$ cat src/include/bus_ctrl_settings.svh
/*
 * Bus controller settings
 * Field widths, configuration register map and register reset values
 */
`ifndef BUS_CTRL_SETTINGS_SVH
`define BUS_CTRL_SETTINGS_SVH

// Bus address and SCL timing widths
`define BUS_CTRL_ADDR_W 7
`define BUS_CTRL_HALF_W 16
`define BUS_CTRL_CFG_AW 2

// Configuration register map
`define BUS_CTRL_REG_ROLE     2'd0
`define BUS_CTRL_REG_HALF     2'd1
`define BUS_CTRL_REG_OWN_ADDR 2'd2

// Register reset values
`define BUS_CTRL_HALF_RST     16'd4
`define BUS_CTRL_OWN_ADDR_RST 7'h2a

`endif

$ cat src/logic/bus_ctrl_pkg.sv
/*
 * Bus controller package
 * Shared vector types, command/response/config structs and FSM encodings
 */
`default_nettype none
`include "bus_ctrl_settings.svh"

package bus_ctrl_pkg;

    typedef logic [`BUS_CTRL_ADDR_W-1:0] bus_addr_t;
    typedef logic [7:0]                  bus_byte_t;
    typedef logic [`BUS_CTRL_HALF_W-1:0] half_cnt_t;
    typedef logic [`BUS_CTRL_CFG_AW-1:0] cfg_addr_t;

    // One write transaction
    typedef struct packed {
        bus_addr_t addr;
        bus_byte_t data;
    } bus_cmd_t;

    // Set when the target pulled SDA low in that ACK slot
    typedef struct packed {
        logic addr_ack;
        logic data_ack;
    } bus_resp_t;

    typedef struct packed {
        logic      standby_sel;
        half_cnt_t half;
        bus_addr_t own_addr;
    } bus_cfg_t;

    typedef enum logic [2:0] {
        ACT_IDLE,
        ACT_START,
        ACT_BIT,
        ACT_ACK,
        ACT_STOP,
        ACT_DONE
    } active_state_e;

    typedef enum logic [2:0] {
        SBY_IDLE,
        SBY_ADDR,
        SBY_ADDR_ACK,
        SBY_DATA,
        SBY_DATA_ACK,
        SBY_WAIT_STOP
    } standby_state_e;

endpackage

`default_nettype wire

$ cat src/logic/bus_ctrl_cfg.sv
/*
 * Bus controller configuration registers
 * Role select, SCL half-period and standby own address, written by strobe
 */
`default_nettype none
`include "bus_ctrl_settings.svh"

module bus_ctrl_cfg
    import bus_ctrl_pkg::*;
(
    input  logic      clk_i,
    input  logic      rst_i,

    input  logic      cfg_we_i,
    input  cfg_addr_t cfg_addr_i,
    input  half_cnt_t cfg_wdata_i,

    output bus_cfg_t  cfg_o
);

    bus_cfg_t cfg_q;

    always_ff @(posedge clk_i) begin
        if (rst_i) begin
            cfg_q.standby_sel <= 1'b0;
            cfg_q.half        <= `BUS_CTRL_HALF_RST;
            cfg_q.own_addr    <= `BUS_CTRL_OWN_ADDR_RST;
        end else if (cfg_we_i) begin
            case (cfg_addr_i)
                `BUS_CTRL_REG_ROLE:     cfg_q.standby_sel <= cfg_wdata_i[0];
                // Zero would freeze the SCL generator
                `BUS_CTRL_REG_HALF:     cfg_q.half <= (cfg_wdata_i == '0) ? half_cnt_t'(1)
                                                                          : cfg_wdata_i;
                `BUS_CTRL_REG_OWN_ADDR: cfg_q.own_addr <= cfg_wdata_i[`BUS_CTRL_ADDR_W-1:0];
                default: ;
            endcase
        end
    end

    assign cfg_o = cfg_q;

endmodule

`default_nettype wire

$ cat src/logic/controller.sv
/*
 * Serial bus controller top
 * Config registers, active and standby controllers, PHY pin mux
 */
`default_nettype none

module controller
    import bus_ctrl_pkg::*;
(
    input  logic      clk_i,
    input  logic      rst_i,

    // Configuration writes
    input  logic      cfg_we_i,
    input  cfg_addr_t cfg_addr_i,
    input  half_cnt_t cfg_wdata_i,

    // Active controller commands and responses
    input  logic      cmd_valid_i,
    input  bus_cmd_t  cmd_i,
    output logic      busy_o,
    output logic      resp_valid_o,
    output bus_resp_t resp_o,

    // PHY pins
    input  logic      scl_i,
    input  logic      sda_i,
    output logic      scl_o,
    output logic      sda_o,

    // Standby bus events
    output logic      bus_start_o,
    output logic      bus_stop_o,
    output bus_byte_t bus_addr_o,
    output logic      bus_addr_valid_o,
    output logic      rx_valid_o,
    output bus_byte_t rx_data_o
);

    bus_cfg_t cfg;
    logic     act_scl_o;
    logic     act_sda_o;
    logic     act_scl_i;
    logic     act_sda_i;
    logic     sby_sda_o;
    logic     sby_scl_i;
    logic     sby_sda_i;

    // 2:1 pin mux, the unselected controller sees a quiet bus
    always_comb begin : mux_2_to_1
        if (cfg.standby_sel) begin
            scl_o     = 1'b1;
            sda_o     = sby_sda_o;
            sby_scl_i = scl_i;
            sby_sda_i = sda_i;
            act_scl_i = act_scl_o;
            act_sda_i = 1'b1;
        end else begin
            scl_o     = act_scl_o;
            sda_o     = act_sda_o;
            act_scl_i = scl_i;
            act_sda_i = sda_i;
            sby_scl_i = 1'b1;
            sby_sda_i = 1'b1;
        end
    end

    bus_ctrl_cfg xbus_ctrl_cfg (
        .clk_i      (clk_i),
        .rst_i      (rst_i),
        .cfg_we_i   (cfg_we_i),
        .cfg_addr_i (cfg_addr_i),
        .cfg_wdata_i(cfg_wdata_i),
        .cfg_o      (cfg)
    );

    controller_active xcontroller_active (
        .clk_i       (clk_i),
        .rst_i       (rst_i),
        .cmd_valid_i (cmd_valid_i),
        .cmd_i       (cmd_i),
        .half_i      (cfg.half),
        .scl_i       (act_scl_i),
        .sda_i       (act_sda_i),
        .scl_o       (act_scl_o),
        .sda_o       (act_sda_o),
        .busy_o      (busy_o),
        .resp_valid_o(resp_valid_o),
        .resp_o      (resp_o)
    );

    controller_standby xcontroller_standby (
        .clk_i           (clk_i),
        .rst_i           (rst_i),
        .own_addr_i      (cfg.own_addr),
        .scl_i           (sby_scl_i),
        .sda_i           (sby_sda_i),
        .sda_o           (sby_sda_o),
        .bus_start_o     (bus_start_o),
        .bus_stop_o      (bus_stop_o),
        .bus_addr_o      (bus_addr_o),
        .bus_addr_valid_o(bus_addr_valid_o),
        .rx_valid_o      (rx_valid_o),
        .rx_data_o       (rx_data_o)
    );

endmodule

`default_nettype wire

$ cat src/logic/controller_active.sv
/*
 * Active bus controller
 * Drives SCL/SDA for a single write: start, address byte with write bit,
 * one data byte, an ACK slot after each byte and a stop
 */
`default_nettype none

module controller_active
    import bus_ctrl_pkg::*;
(
    input  logic      clk_i,
    input  logic      rst_i,

    input  logic      cmd_valid_i,
    input  bus_cmd_t  cmd_i,
    input  half_cnt_t half_i,

    input  logic      scl_i,
    input  logic      sda_i,
    output logic      scl_o,
    output logic      sda_o,

    output logic      busy_o,
    output logic      resp_valid_o,
    output bus_resp_t resp_o
);

    active_state_e state_q;
    half_cnt_t     cnt_q;
    logic [2:0]    bit_q;
    logic          byte_sel_q;
    logic          scl_q;
    logic          sda_q;
    logic          busy_q;
    logic          resp_valid_q;
    bus_resp_t     resp_q;
    bus_cmd_t      cmd_q;
    bus_byte_t     cur_byte;
    logic          accept;
    logic          cnt_run;
    logic          half_done;

    assign accept   = cmd_valid_i && (state_q == ACT_IDLE);
    assign cur_byte = byte_sel_q ? cmd_q.data : {cmd_q.addr, 1'b0};

    // High half starts counting only once the line is seen high
    assign cnt_run   = !scl_q || scl_i;
    assign half_done = cnt_run && (cnt_q >= half_i - half_cnt_t'(1));

    always_ff @(posedge clk_i) begin
        if (rst_i) begin
            state_q      <= ACT_IDLE;
            cnt_q        <= '0;
            bit_q        <= '0;
            byte_sel_q   <= 1'b0;
            scl_q        <= 1'b1;
            sda_q        <= 1'b1;
            busy_q       <= 1'b0;
            resp_valid_q <= 1'b0;
            resp_q       <= '0;
        end else begin
            resp_valid_q <= 1'b0;
            if (state_q != ACT_IDLE && cnt_run) begin
                cnt_q <= half_done ? '0 : cnt_q + half_cnt_t'(1);
            end
            case (state_q)
                ACT_IDLE: begin
                    if (accept) begin
                        // Start condition, SDA falls with SCL high
                        sda_q      <= 1'b0;
                        busy_q     <= 1'b1;
                        byte_sel_q <= 1'b0;
                        resp_q     <= '0;
                        state_q    <= ACT_START;
                    end
                end
                ACT_START: begin
                    if (half_done) begin
                        scl_q   <= 1'b0;
                        sda_q   <= cur_byte[7];
                        bit_q   <= 3'd7;
                        state_q <= ACT_BIT;
                    end
                end
                ACT_BIT: begin
                    if (half_done) begin
                        scl_q <= !scl_q;
                        if (scl_q && bit_q == 3'd0) begin
                            sda_q   <= 1'b1;
                            state_q <= ACT_ACK;
                        end else if (scl_q) begin
                            sda_q <= cur_byte[bit_q - 3'd1];
                            bit_q <= bit_q - 3'd1;
                        end
                    end
                end
                ACT_ACK: begin
                    if (half_done) begin
                        scl_q <= !scl_q;
                        if (scl_q && !byte_sel_q) begin
                            resp_q.addr_ack <= !sda_i;
                            byte_sel_q      <= 1'b1;
                            bit_q           <= 3'd7;
                            sda_q           <= cmd_q.data[7];
                            state_q         <= ACT_BIT;
                        end else if (scl_q) begin
                            resp_q.data_ack <= !sda_i;
                            sda_q           <= 1'b0;
                            state_q         <= ACT_STOP;
                        end
                    end
                end
                ACT_STOP: begin
                    if (half_done && !scl_q) begin
                        scl_q <= 1'b1;
                    end else if (half_done) begin
                        sda_q   <= 1'b1;
                        state_q <= ACT_DONE;
                    end
                end
                ACT_DONE: begin
                    // Bus free for one half before reporting
                    if (half_done) begin
                        busy_q       <= 1'b0;
                        resp_valid_q <= 1'b1;
                        state_q      <= ACT_IDLE;
                    end
                end
                default: state_q <= ACT_IDLE;
            endcase
        end
    end

    always_ff @(posedge clk_i) begin
        if (accept) begin
            cmd_q <= cmd_i;
        end
    end

    assign scl_o        = scl_q;
    assign sda_o        = sda_q;
    assign busy_o       = busy_q;
    assign resp_valid_o = resp_valid_q;
    assign resp_o       = resp_q;

endmodule

`default_nettype wire

$ cat src/logic/controller_standby.sv
/*
 * Standby bus controller
 * Monitors SCL/SDA for start and stop, receives the address byte and,
 * on an own-address write, ACKs and receives one data byte
 */
`default_nettype none

module controller_standby
    import bus_ctrl_pkg::*;
(
    input  logic      clk_i,
    input  logic      rst_i,

    input  bus_addr_t own_addr_i,

    input  logic      scl_i,
    input  logic      sda_i,
    output logic      sda_o,

    output logic      bus_start_o,
    output logic      bus_stop_o,
    output bus_byte_t bus_addr_o,
    output logic      bus_addr_valid_o,
    output logic      rx_valid_o,
    output bus_byte_t rx_data_o
);

    logic [1:0]     scl_sync_q;
    logic [1:0]     sda_sync_q;
    logic           scl_d_q;
    logic           sda_d_q;
    logic           scl_s;
    logic           sda_s;
    logic           scl_rise;
    logic           scl_fall;
    logic           start_det;
    logic           stop_det;
    standby_state_e state_q;
    logic [2:0]     bit_cnt_q;
    logic           sda_q;
    logic           start_q;
    logic           stop_q;
    logic           addr_valid_q;
    logic           rx_valid_q;
    bus_byte_t      shift_q;
    bus_byte_t      addr_q;
    bus_byte_t      rx_data_q;
    bus_byte_t      byte_in;
    logic           shift_en;
    logic           addr_done;
    logic           data_done;
    logic           addr_match;

    // Two-flop synchronizer plus one delayed copy for edge detection
    always_ff @(posedge clk_i) begin
        if (rst_i) begin
            scl_sync_q <= 2'b11;
            sda_sync_q <= 2'b11;
            scl_d_q    <= 1'b1;
            sda_d_q    <= 1'b1;
        end else begin
            scl_sync_q <= {scl_sync_q[0], scl_i};
            sda_sync_q <= {sda_sync_q[0], sda_i};
            scl_d_q    <= scl_s;
            sda_d_q    <= sda_s;
        end
    end

    assign scl_s     = scl_sync_q[1];
    assign sda_s     = sda_sync_q[1];
    assign scl_rise  = scl_s && !scl_d_q;
    assign scl_fall  = !scl_s && scl_d_q;
    assign start_det = scl_s && scl_d_q && sda_d_q && !sda_s;
    assign stop_det  = scl_s && scl_d_q && !sda_d_q && sda_s;

    assign byte_in    = {shift_q[6:0], sda_s};
    assign shift_en   = scl_rise && (state_q == SBY_ADDR || state_q == SBY_DATA);
    assign addr_done  = shift_en && (state_q == SBY_ADDR) && (bit_cnt_q == 3'd7);
    assign data_done  = shift_en && (state_q == SBY_DATA) && (bit_cnt_q == 3'd7);
    assign addr_match = (addr_q[7:1] == own_addr_i) && !addr_q[0];

    always_ff @(posedge clk_i) begin
        if (rst_i) begin
            state_q      <= SBY_IDLE;
            bit_cnt_q    <= '0;
            sda_q        <= 1'b1;
            start_q      <= 1'b0;
            stop_q       <= 1'b0;
            addr_valid_q <= 1'b0;
            rx_valid_q   <= 1'b0;
        end else begin
            start_q      <= start_det;
            stop_q       <= stop_det;
            addr_valid_q <= addr_done;
            rx_valid_q   <= data_done;
            if (shift_en) begin
                bit_cnt_q <= bit_cnt_q + 3'd1;
            end
            if (start_det) begin
                sda_q     <= 1'b1;
                bit_cnt_q <= '0;
                state_q   <= SBY_ADDR;
            end else if (stop_det) begin
                sda_q   <= 1'b1;
                state_q <= SBY_IDLE;
            end else begin
                case (state_q)
                    SBY_ADDR:     if (addr_done) state_q <= SBY_ADDR_ACK;
                    SBY_DATA:     if (data_done) state_q <= SBY_DATA_ACK;
                    // First fall opens the ACK slot, second one closes it
                    SBY_ADDR_ACK: begin
                        if (scl_fall && !sda_q) begin
                            sda_q     <= 1'b1;
                            bit_cnt_q <= '0;
                            state_q   <= SBY_DATA;
                        end else if (scl_fall && addr_match) begin
                            sda_q <= 1'b0;
                        end else if (scl_fall) begin
                            state_q <= SBY_WAIT_STOP;
                        end
                    end
                    SBY_DATA_ACK: begin
                        if (scl_fall && !sda_q) begin
                            sda_q   <= 1'b1;
                            state_q <= SBY_WAIT_STOP;
                        end else if (scl_fall) begin
                            sda_q <= 1'b0;
                        end
                    end
                    default: ;
                endcase
            end
        end
    end

    always_ff @(posedge clk_i) begin
        if (shift_en) begin
            shift_q <= byte_in;
        end
        if (addr_done) begin
            addr_q <= byte_in;
        end
        if (data_done) begin
            rx_data_q <= byte_in;
        end
    end

    assign sda_o            = sda_q;
    assign bus_start_o      = start_q;
    assign bus_stop_o       = stop_q;
    assign bus_addr_o       = addr_q;
    assign bus_addr_valid_o = addr_valid_q;
    assign rx_valid_o       = rx_valid_q;
    assign rx_data_o        = rx_data_q;

endmodule

`default_nettype wire

$ cat config.mk
export PLATFORM = sky130hd
export DESIGN_NAME = controller
export DESIGN_NICKNAME = d
export VERILOG_FILES = /design/src/logic/bus_ctrl_pkg.sv /design/src/logic/bus_ctrl_cfg.sv /design/src/logic/controller.sv /design/src/logic/controller_active.sv /design/src/logic/controller_standby.sv
export VERILOG_INCLUDE_DIRS = /design/src /design/src/include
export SDC_FILE = /design/constraint.sdc
export NUM_CORES = 1
export LEC_CHECK = 0
export BUFFER_PORTS_ARGS = -buffer_cell sky130_fd_sc_hd__buf_2
export CAP_MARGIN = 25
export CORE_MARGIN = 10
export CORE_UTILIZATION = 30
export CTS_CLUSTER_SIZE = 40
export DETAILED_ROUTE_END_ITERATION = 8
export GPL_TIMING_DRIVEN = 0
export SYNTH_ARGS = -nofsm -noshare
export SYNTH_HDL_FRONTEND = slang
export SYNTH_HIERARCHICAL = 1
export SYNTH_SLANG_ARGS = --single-unit
$ cat constraint.sdc
create_clock -name clk_i -period 2.82 [get_ports clk_i]
set_input_delay 0.141 -clock clk_i [delete_from_list [all_inputs] [get_ports clk_i]]
set_output_delay 0.141 -clock clk_i [all_outputs]
set_load 0.01 [all_outputs]
-- Yosys cells after proc, flatten, opt, wreduce, memory -nomap -nowiden
Cells that the tools add are included.
Widths: inputs -> output; s select.
- latch bits: 0
- memory bits (read-only): 0
- memories: 0
- input port bits: 39
- word-level logic and storage cells: 217
- RAM bits: 0
- bits in registers: 108
- output and inout port bits: 26
- equal/unequal tests: 42
- add/sub/neg operators: 4
- multiply operators: 0
- bitwise logic cells: 2
- multiplexer cells: 72
- magnitude comparators: 2
- reductions and logical operators: 63
- shift-type cells: 0
- divide/modulo/power cells: 0
- operator list (operator ; number):
    $mux 3 ; 26
    $mux 16 ; 2
    $mux 1 ; 31
    $ne 2x1->1 const B ; 15
    $logic_and 1x1->1 ; 21
    $pmux 3 s6 ; 1
    $reduce_and 9->1 ; 2
    $add 16x1->16 const B ; 1
    $ge 16x16->1 ; 1
    $logic_not 16->1 ; 1
    $sub 16x1->16 const B ; 1
    $ne 3x1->1 const B ; 5
    $eq 3x2->1 const B ; 4
    $eq 3x3->1 const B ; 4
    $ne 4x1->1 const B ; 3
    $pmux 3 s4 ; 1
    $reduce_and 6->1 ; 2
    $logic_not 1->1 ; 9
    $pmux 3 s3 ; 1
    $reduce_bool 3->1 ; 3
    $mux 8 ; 1
    $reduce_and 4->1 ; 2
    $reduce_or 2->1 ; 4
    $eq 7x7->1 ; 1
    other kinds (29) ; 43

-- Logic depth before layout (Yosys ltp)
- depth in word-level cells: 9
- mapped depth: 17

-- Cells and area by module
Netlist, hierarchy kept.
- modules (own cells, without submodules) (module ; cells an instance ; area each (µm²) ; times used ; seq. area each (µm²)):
    controller_active ; 296 ; 2727.6 ; 1 ; 1031.0
    controller_standby ; 112 ; 1615.3 ; 1 ; 1031.0
    bus_ctrl_cfg ; 106 ; 964.7 ; 1 ; 480.5
    controller ; 6 ; 47.5 ; 1 ; 0.0

-- Least setup slack after synthesis
Ideal clock, no wire load.
- path kind: register -> register
- start: register xbus_ctrl_cfg.cfg_q, in the netlist xbus_ctrl_cfg/cfg_o[7]
- end: register xcontroller_active.state_q[2]
- slack: -0.217 ns
- data arrival time: 2.949 ns
- buffers on the path: 1
- clock period less this slack: 3.037 ns
- cell stages (with the launch flop): 18
- cells stage by stage: dfxtp_1 inv_1 ha_1 nor3b_1 nand2_1 nor2_1 nand2_1 nor4_1 xnor2_1 ha_1 nand2_1 nor4_2 o311ai_2 nand3_2 buf_6 o21a_1 a21oi_1 a311oi_2
- word-level cells in the longest chain between the ends: 6
- elaborated cells on any way between the ends: 11
- classes of those cells: add/sub (1); order compare (1); eq/ne (6); reduce/logical (3)
- ends and longest elaborated chain (what ; line ; text):
    start: declaration ; bus_ctrl_cfg.sv:21 ; bus_cfg_t cfg_q;
    $sub 16x1->16 * ; controller_active.sv:48 ; assign half_done = cnt_run && (cnt_q >= half_i - half_cnt_t'(1));
    $ge 16x16->1 * ; controller_active.sv:48 ;
    $logic_and 1x1->1 * ; controller_active.sv:48 ;
    $logic_and 1x1->1 ; controller_active.sv:114 ; if (half_done && !scl_q) begin
    $ne 2x2->1 (no line) ; -- ;
    $reduce_and 9->1 (no line) * ; -- ;
    end signal: assignment ; controller_active.sv:52 ; state_q <= ACT_IDLE;
    end signal: assignment ; controller_active.sv:118 ; state_q <= ACT_DONE;
    end signal: assignment ; controller_active.sv:126 ; state_q <= ACT_IDLE;
    end: declaration ; controller_active.sv:28 ; active_state_e state_q;
Every way passes the cells marked *; elsewhere a longest branch is shown, timed or not.
A chain may end at the register's enable or synchronous reset.

-- Worst setup path in the final report
Ends and elaborated chain as after synthesis.

==> results_dict.tcl <==
set metrics [dict create \
    layout_min_cycle_time_ns 3.044 \
    grt_antenna_before_repair 0 \
    critical_path_arrival_ns 3.32 \
    min-delay-path-class "in2reg" \
    finalWirelength_um 12610 \
    gp_congestion 0.8731 \
    crit_chain "inv_4 -> ha_4 -> nor3b_4 -> nand2_2 -> nor2_4 -> nand2_4 -> nor4_4 -> xnor2_1 -> ha_1 -> nand2_2 -> buf_4 -> nor2_2 -> a21oi_2 -> nand3_4 -> buf_6 -> o21ai_4 -> nor2_1 -> a311oi_2" \
    layout-area-overhead-vs-synth_pct 26.75 \
    crit_path_start_kind "register" \
    syn-num-nets 581 \
    cts_tree "done" \
    r2r-start "xbus_ctrl_cfg/cfg_o[7]$_SDFFE_PP0P_" \
    grt_first_pass_wirelength_um 20760 \
    cts_buffers 9 \
    synth_cell_type_count 80 \
    reg2regPathDepth 18 \
    path_delay_family "simple AND/OR/NAND/NOR gates" \
    r2r_endpoint "xcontroller_active/state_q[2]$_SDFFE_PP0P_" \
    worst_slew_margin_rel_pct 55.84 \
    port_buffers 64 \
    final-setup-viol-count 27 \
    globalRouteTotalUtil_pct 10.48 \
    violations "negative setup slack" \
    synth-async-reset-ratio_pct 0 \
    irDropWorstVdd_uv 318.7 \
    clk_transition_reported_paths_ns 0.08 \
    instances_no_fill 856 \
    timing_worst_slew_pin_value_ns 0.6617 \
    num-nets-final 687 \
    die_width_um 153.6 \
    fin_util_pct 38.97 \
    drtPass1Iterations 4 \
    viasPerCell 4.798 \
    dpl.hpwl_um 9109 \
    syn-mean-instance-area_sq_um 10.30 \
    synth-edff-count 38 \
    rsz0062_at_grt "yes" \
    clockRootBuffer "clkbuf_16" \
    drt_iter0_markers 268 \
    hold_depth 3 \
    effective_utilization_at_floorplan_pct 30.75 \
    run_status "finished, violations left" \
    peak_clock_frequency_supported_by_timing_mhz 328.5 \
    die_area_sq_um 23590 \
    cp_data_required_time_ns 3.09 \
    critical_path_class "reg2reg" \
    cts-htree-levels 3 \
    grt_overflow_total 0 \
    cpMostUsedCell "nand2_2" \
    ys.flop_type "dfxtp_1" \
    worst-r2r-setup-slack_ns -0.22 \
    clock-sinks 108 \
    place_inst 809 \
    power.static_leakage_nw 2.560 \
    timing.final.crit_share_pct 107.9 \
    finalMaxSlewViolations 0 \
    antenna_cells 0 \
    fin_worst_skew_ns 0.008347 \
    vias 4107 \
    seq_area_frac_synth_pct 47.48 \
    setup_slack_after_layout_ns -0.2239 \
    number_of_global_route_vias_before_repair 4203 \
    synth_cells 520 \
    slowest_delay_ns 0.37 \
    post_route_cells_drive_above_1_share_pct 31.85 \
    ys_ff_latch 108 \
    drc 0 \
    die-height_um 153.6 \
    hold_path_startpoint "cfg_wdata_i[13]" \
    synth.yosys.warnings 6 \
    path_max_fanout 5 \
    boundaryPins 65 \
    critical_path_buf_inv_count 3 \
    hold_viol_final 0 \
    cellPowerDensity_nw_per_um2 589.4 \
    core_region_area_sq_um 17420 \
    timing.hold.worst_endpoint "xbus_ctrl_cfg/cfg_o[20]$_SDFFE_PP0P_" \
    crit_slowest_cell "dfxtp_4" \
    grt_start_max_net_pins 21 \
    clock_insertion_delay_worst_skew_ns 0.36 \
    detail-route-antenna-nets 0 \
    floorplan.rows 48 \
    mappedNetlistArea_sq_um 5355 \
    cts.path.max_buffers 2 \
    crit_path_end_kind "register" \
    cap_violations 0 \
    routed_wire_length_per_instance_um 14.73 \
]
-- cell usage in the layout (no fill, tap or decap), types with 6 or more instances in the layout --
| cell | netlist | final |
|---|---|---|
| ha_1 | 22 | 21 |
| dfxtp_1 | 70 | 68 |
| a21oi_2 | 9 | 15 |
| buf_4 | 1 | 14 |
| nor2_2 | 1 | 11 |
| nand4_1 | 6 | 6 |
| xor2_1 | 21 | 21 |
| inv_1 | 17 | 15 |
| a21oi_1 | 28 | 22 |
| nand2b_1 | 7 | 7 |
| or2_2 | 9 | 9 |
| nor2b_1 | 6 | 6 |
| edfxtp_1 | 38 | 38 |
| clkbuf_16 | 0 | 9 |
| nand3_1 | 10 | 10 |
| xnor2_1 | 18 | 18 |
| nor2_1 | 62 | 50 |
| nand2_2 | 2 | 6 |
| nand2_1 | 57 | 52 |
| dlygate4sd3_1 | 0 | 15 |
| o21ai_0 | 12 | 8 |
| buf_2 | 4 | 68 |
| nor3_1 | 9 | 7 |
| buf_6 | 6 | 9 |
| mux2i_1 | 8 | 8 |
-- registers in the layout, indices dropped and copies added, names as in the netlist, 2 cells and up --
name and count:
xcontroller_standby/bit_cnt_q 3, xcontroller_active/state_q 3, xcontroller_standby/bus_addr_o 8, xcontroller_active/cmd_q 15, xbus_ctrl_cfg/cfg_o 24, xcontroller_standby/scl_sync_q 2, xcontroller_standby/state_q 3, xcontroller_active/resp_o 2
xcontroller_standby/rx_data_o 8, xcontroller_active/cnt_q 16, xcontroller_standby/shift_q 7, xcontroller_standby/sda_sync_q 2, xcontroller_active/bit_q 3
-- power by group --
part	switching [mW]	internal (mW)	leakage, nW	total [mW]
clock network	0.631	0.623	0.143	1.25
registers	0.0797	1.74	0.917	1.82
logic	0.535	0.393	1.50	0.928
-- cell families after synthesis --
family / share of synthesized area (%)
buffers and inverters: 3.948
adder cells (fa/ha/maj): 5.140
XOR/XNOR: 6.379
flip-flops: 47.48
multiplexers: 3.808
AO/OA/AOI/OAI: 13.06
AND/OR/NAND/NOR: 20.19
-- what timing repair did --
item | CTS | global route
pin swaps | 28 | 24
setup buffers | 9 | 7
gates resized for setup | 33 | 31
endpoints found under the setup margin | 29 | 29
endpoints found under the hold margin | 15 | 0
hold buffers | 15 | 0
gates cloned | 1 | 0
-- per-stage QoR --
step                      hold slack (ns)  total power [mW]  TNS [ns]  setup slack, ns  cell area (sq um)
after floorplan                    0.2170             2.425         0          0.01072               5386
after global placement             0.3175             2.599    -9.179          -0.4453               5988
after detailed placement           0.3191             2.628    -10.83          -0.4960               5988
after CTS                         0.02974             3.982    -9.097          -0.3812               6621
after global routing              0.02933             4.206    -9.862          -0.4136               6788
final                             0.04411             4.001    -4.540          -0.2239               6788
-- how the worst max path moves through the flow --
stage,to,start,cells after the start
after floorplan,xcontroller_active/state_q[2]$_SDFFE_PP0P_,xbus_ctrl_cfg/cfg_o[9]$_SDFFE_PP1P_,15
after global placement,xcontroller_active/state_q[1]$_SDFFE_PP0P_,xbus_ctrl_cfg/cfg_o[7]$_SDFFE_PP0P_,16
after detailed placement,xcontroller_active/state_q[1]$_SDFFE_PP0P_,xbus_ctrl_cfg/cfg_o[7]$_SDFFE_PP0P_,16
after CTS,xcontroller_active/state_q[1]$_SDFFE_PP0P_,xbus_ctrl_cfg/cfg_o[7]$_SDFFE_PP0P_,17
after global routing,xcontroller_active/state_q[2]$_SDFFE_PP0P_,xbus_ctrl_cfg/cfg_o[7]$_SDFFE_PP0P_,17
final,xcontroller_active/state_q[2]$_SDFFE_PP0P_,xbus_ctrl_cfg/cfg_o[7]$_SDFFE_PP0P_,18
-- layer usage --
layer / wire length, um / part of all wire, % / global-route usage (%) / vias up
met1: 5493 / 44 / 12.42 / 1950
met3: 640 / 5.1 / 3.403 / 8
met2: 6341 / 50 / 17.64 / 88
met4: 135 / 1.1 / 3.104 / 0
met5: 0 / 0 / 0 / -
li1: - / - / - / 2061
-- cell usage after synthesis (all sizes together), types with 11 or more instances --
master / count / area [sq um]
nor2: 63 / 239.0
xnor2: 18 / 157.7
o21ai: 15 / 82.58
a21oi: 37 / 219.0
nand2: 60 / 237.7
edfxtp: 38 / 1141
nand3: 11 / 60.06
inv: 17 / 63.81
ha: 22 / 275.3
dfxtp: 70 / 1401
xor2: 21 / 183.9
buf: 13 / 118.9
nor3: 12 / 75.07
-- layout make-up --
class / instances / area [sq um]
repair buffers: 96 / 613.1
multi-input cells: 375 / 2829
clock inverters: 7 / 68.82
well taps: 225 / 281.5
plain buffers: 18 / 146.4
fillers: 1739 / 10630
flip-flops and latches: 108 / 2550
clock buffers: 9 / 225.2
inverters: 18 / 73.82
-- worst register-to-register path, stage by stage (launching register included) --
cell	delay [ns]
dfxtp_4	0.37
inv_4	0.06
ha_4	0.11
nor3b_4	0.19
nand2_2	0.10
nor2_4	0.12
nand2_4	0.07
nor4_4	0.15
xnor2_1	0.15
ha_1	0.26
nand2_2	0.12
buf_4	0.12
nor2_2	0.03
a21oi_2	0.19
nand3_4	0.15
buf_6	0.17
o21ai_4	0.25
nor2_1	0.10
a311oi_2	0.24
Power figures use the tool's default switching activity.
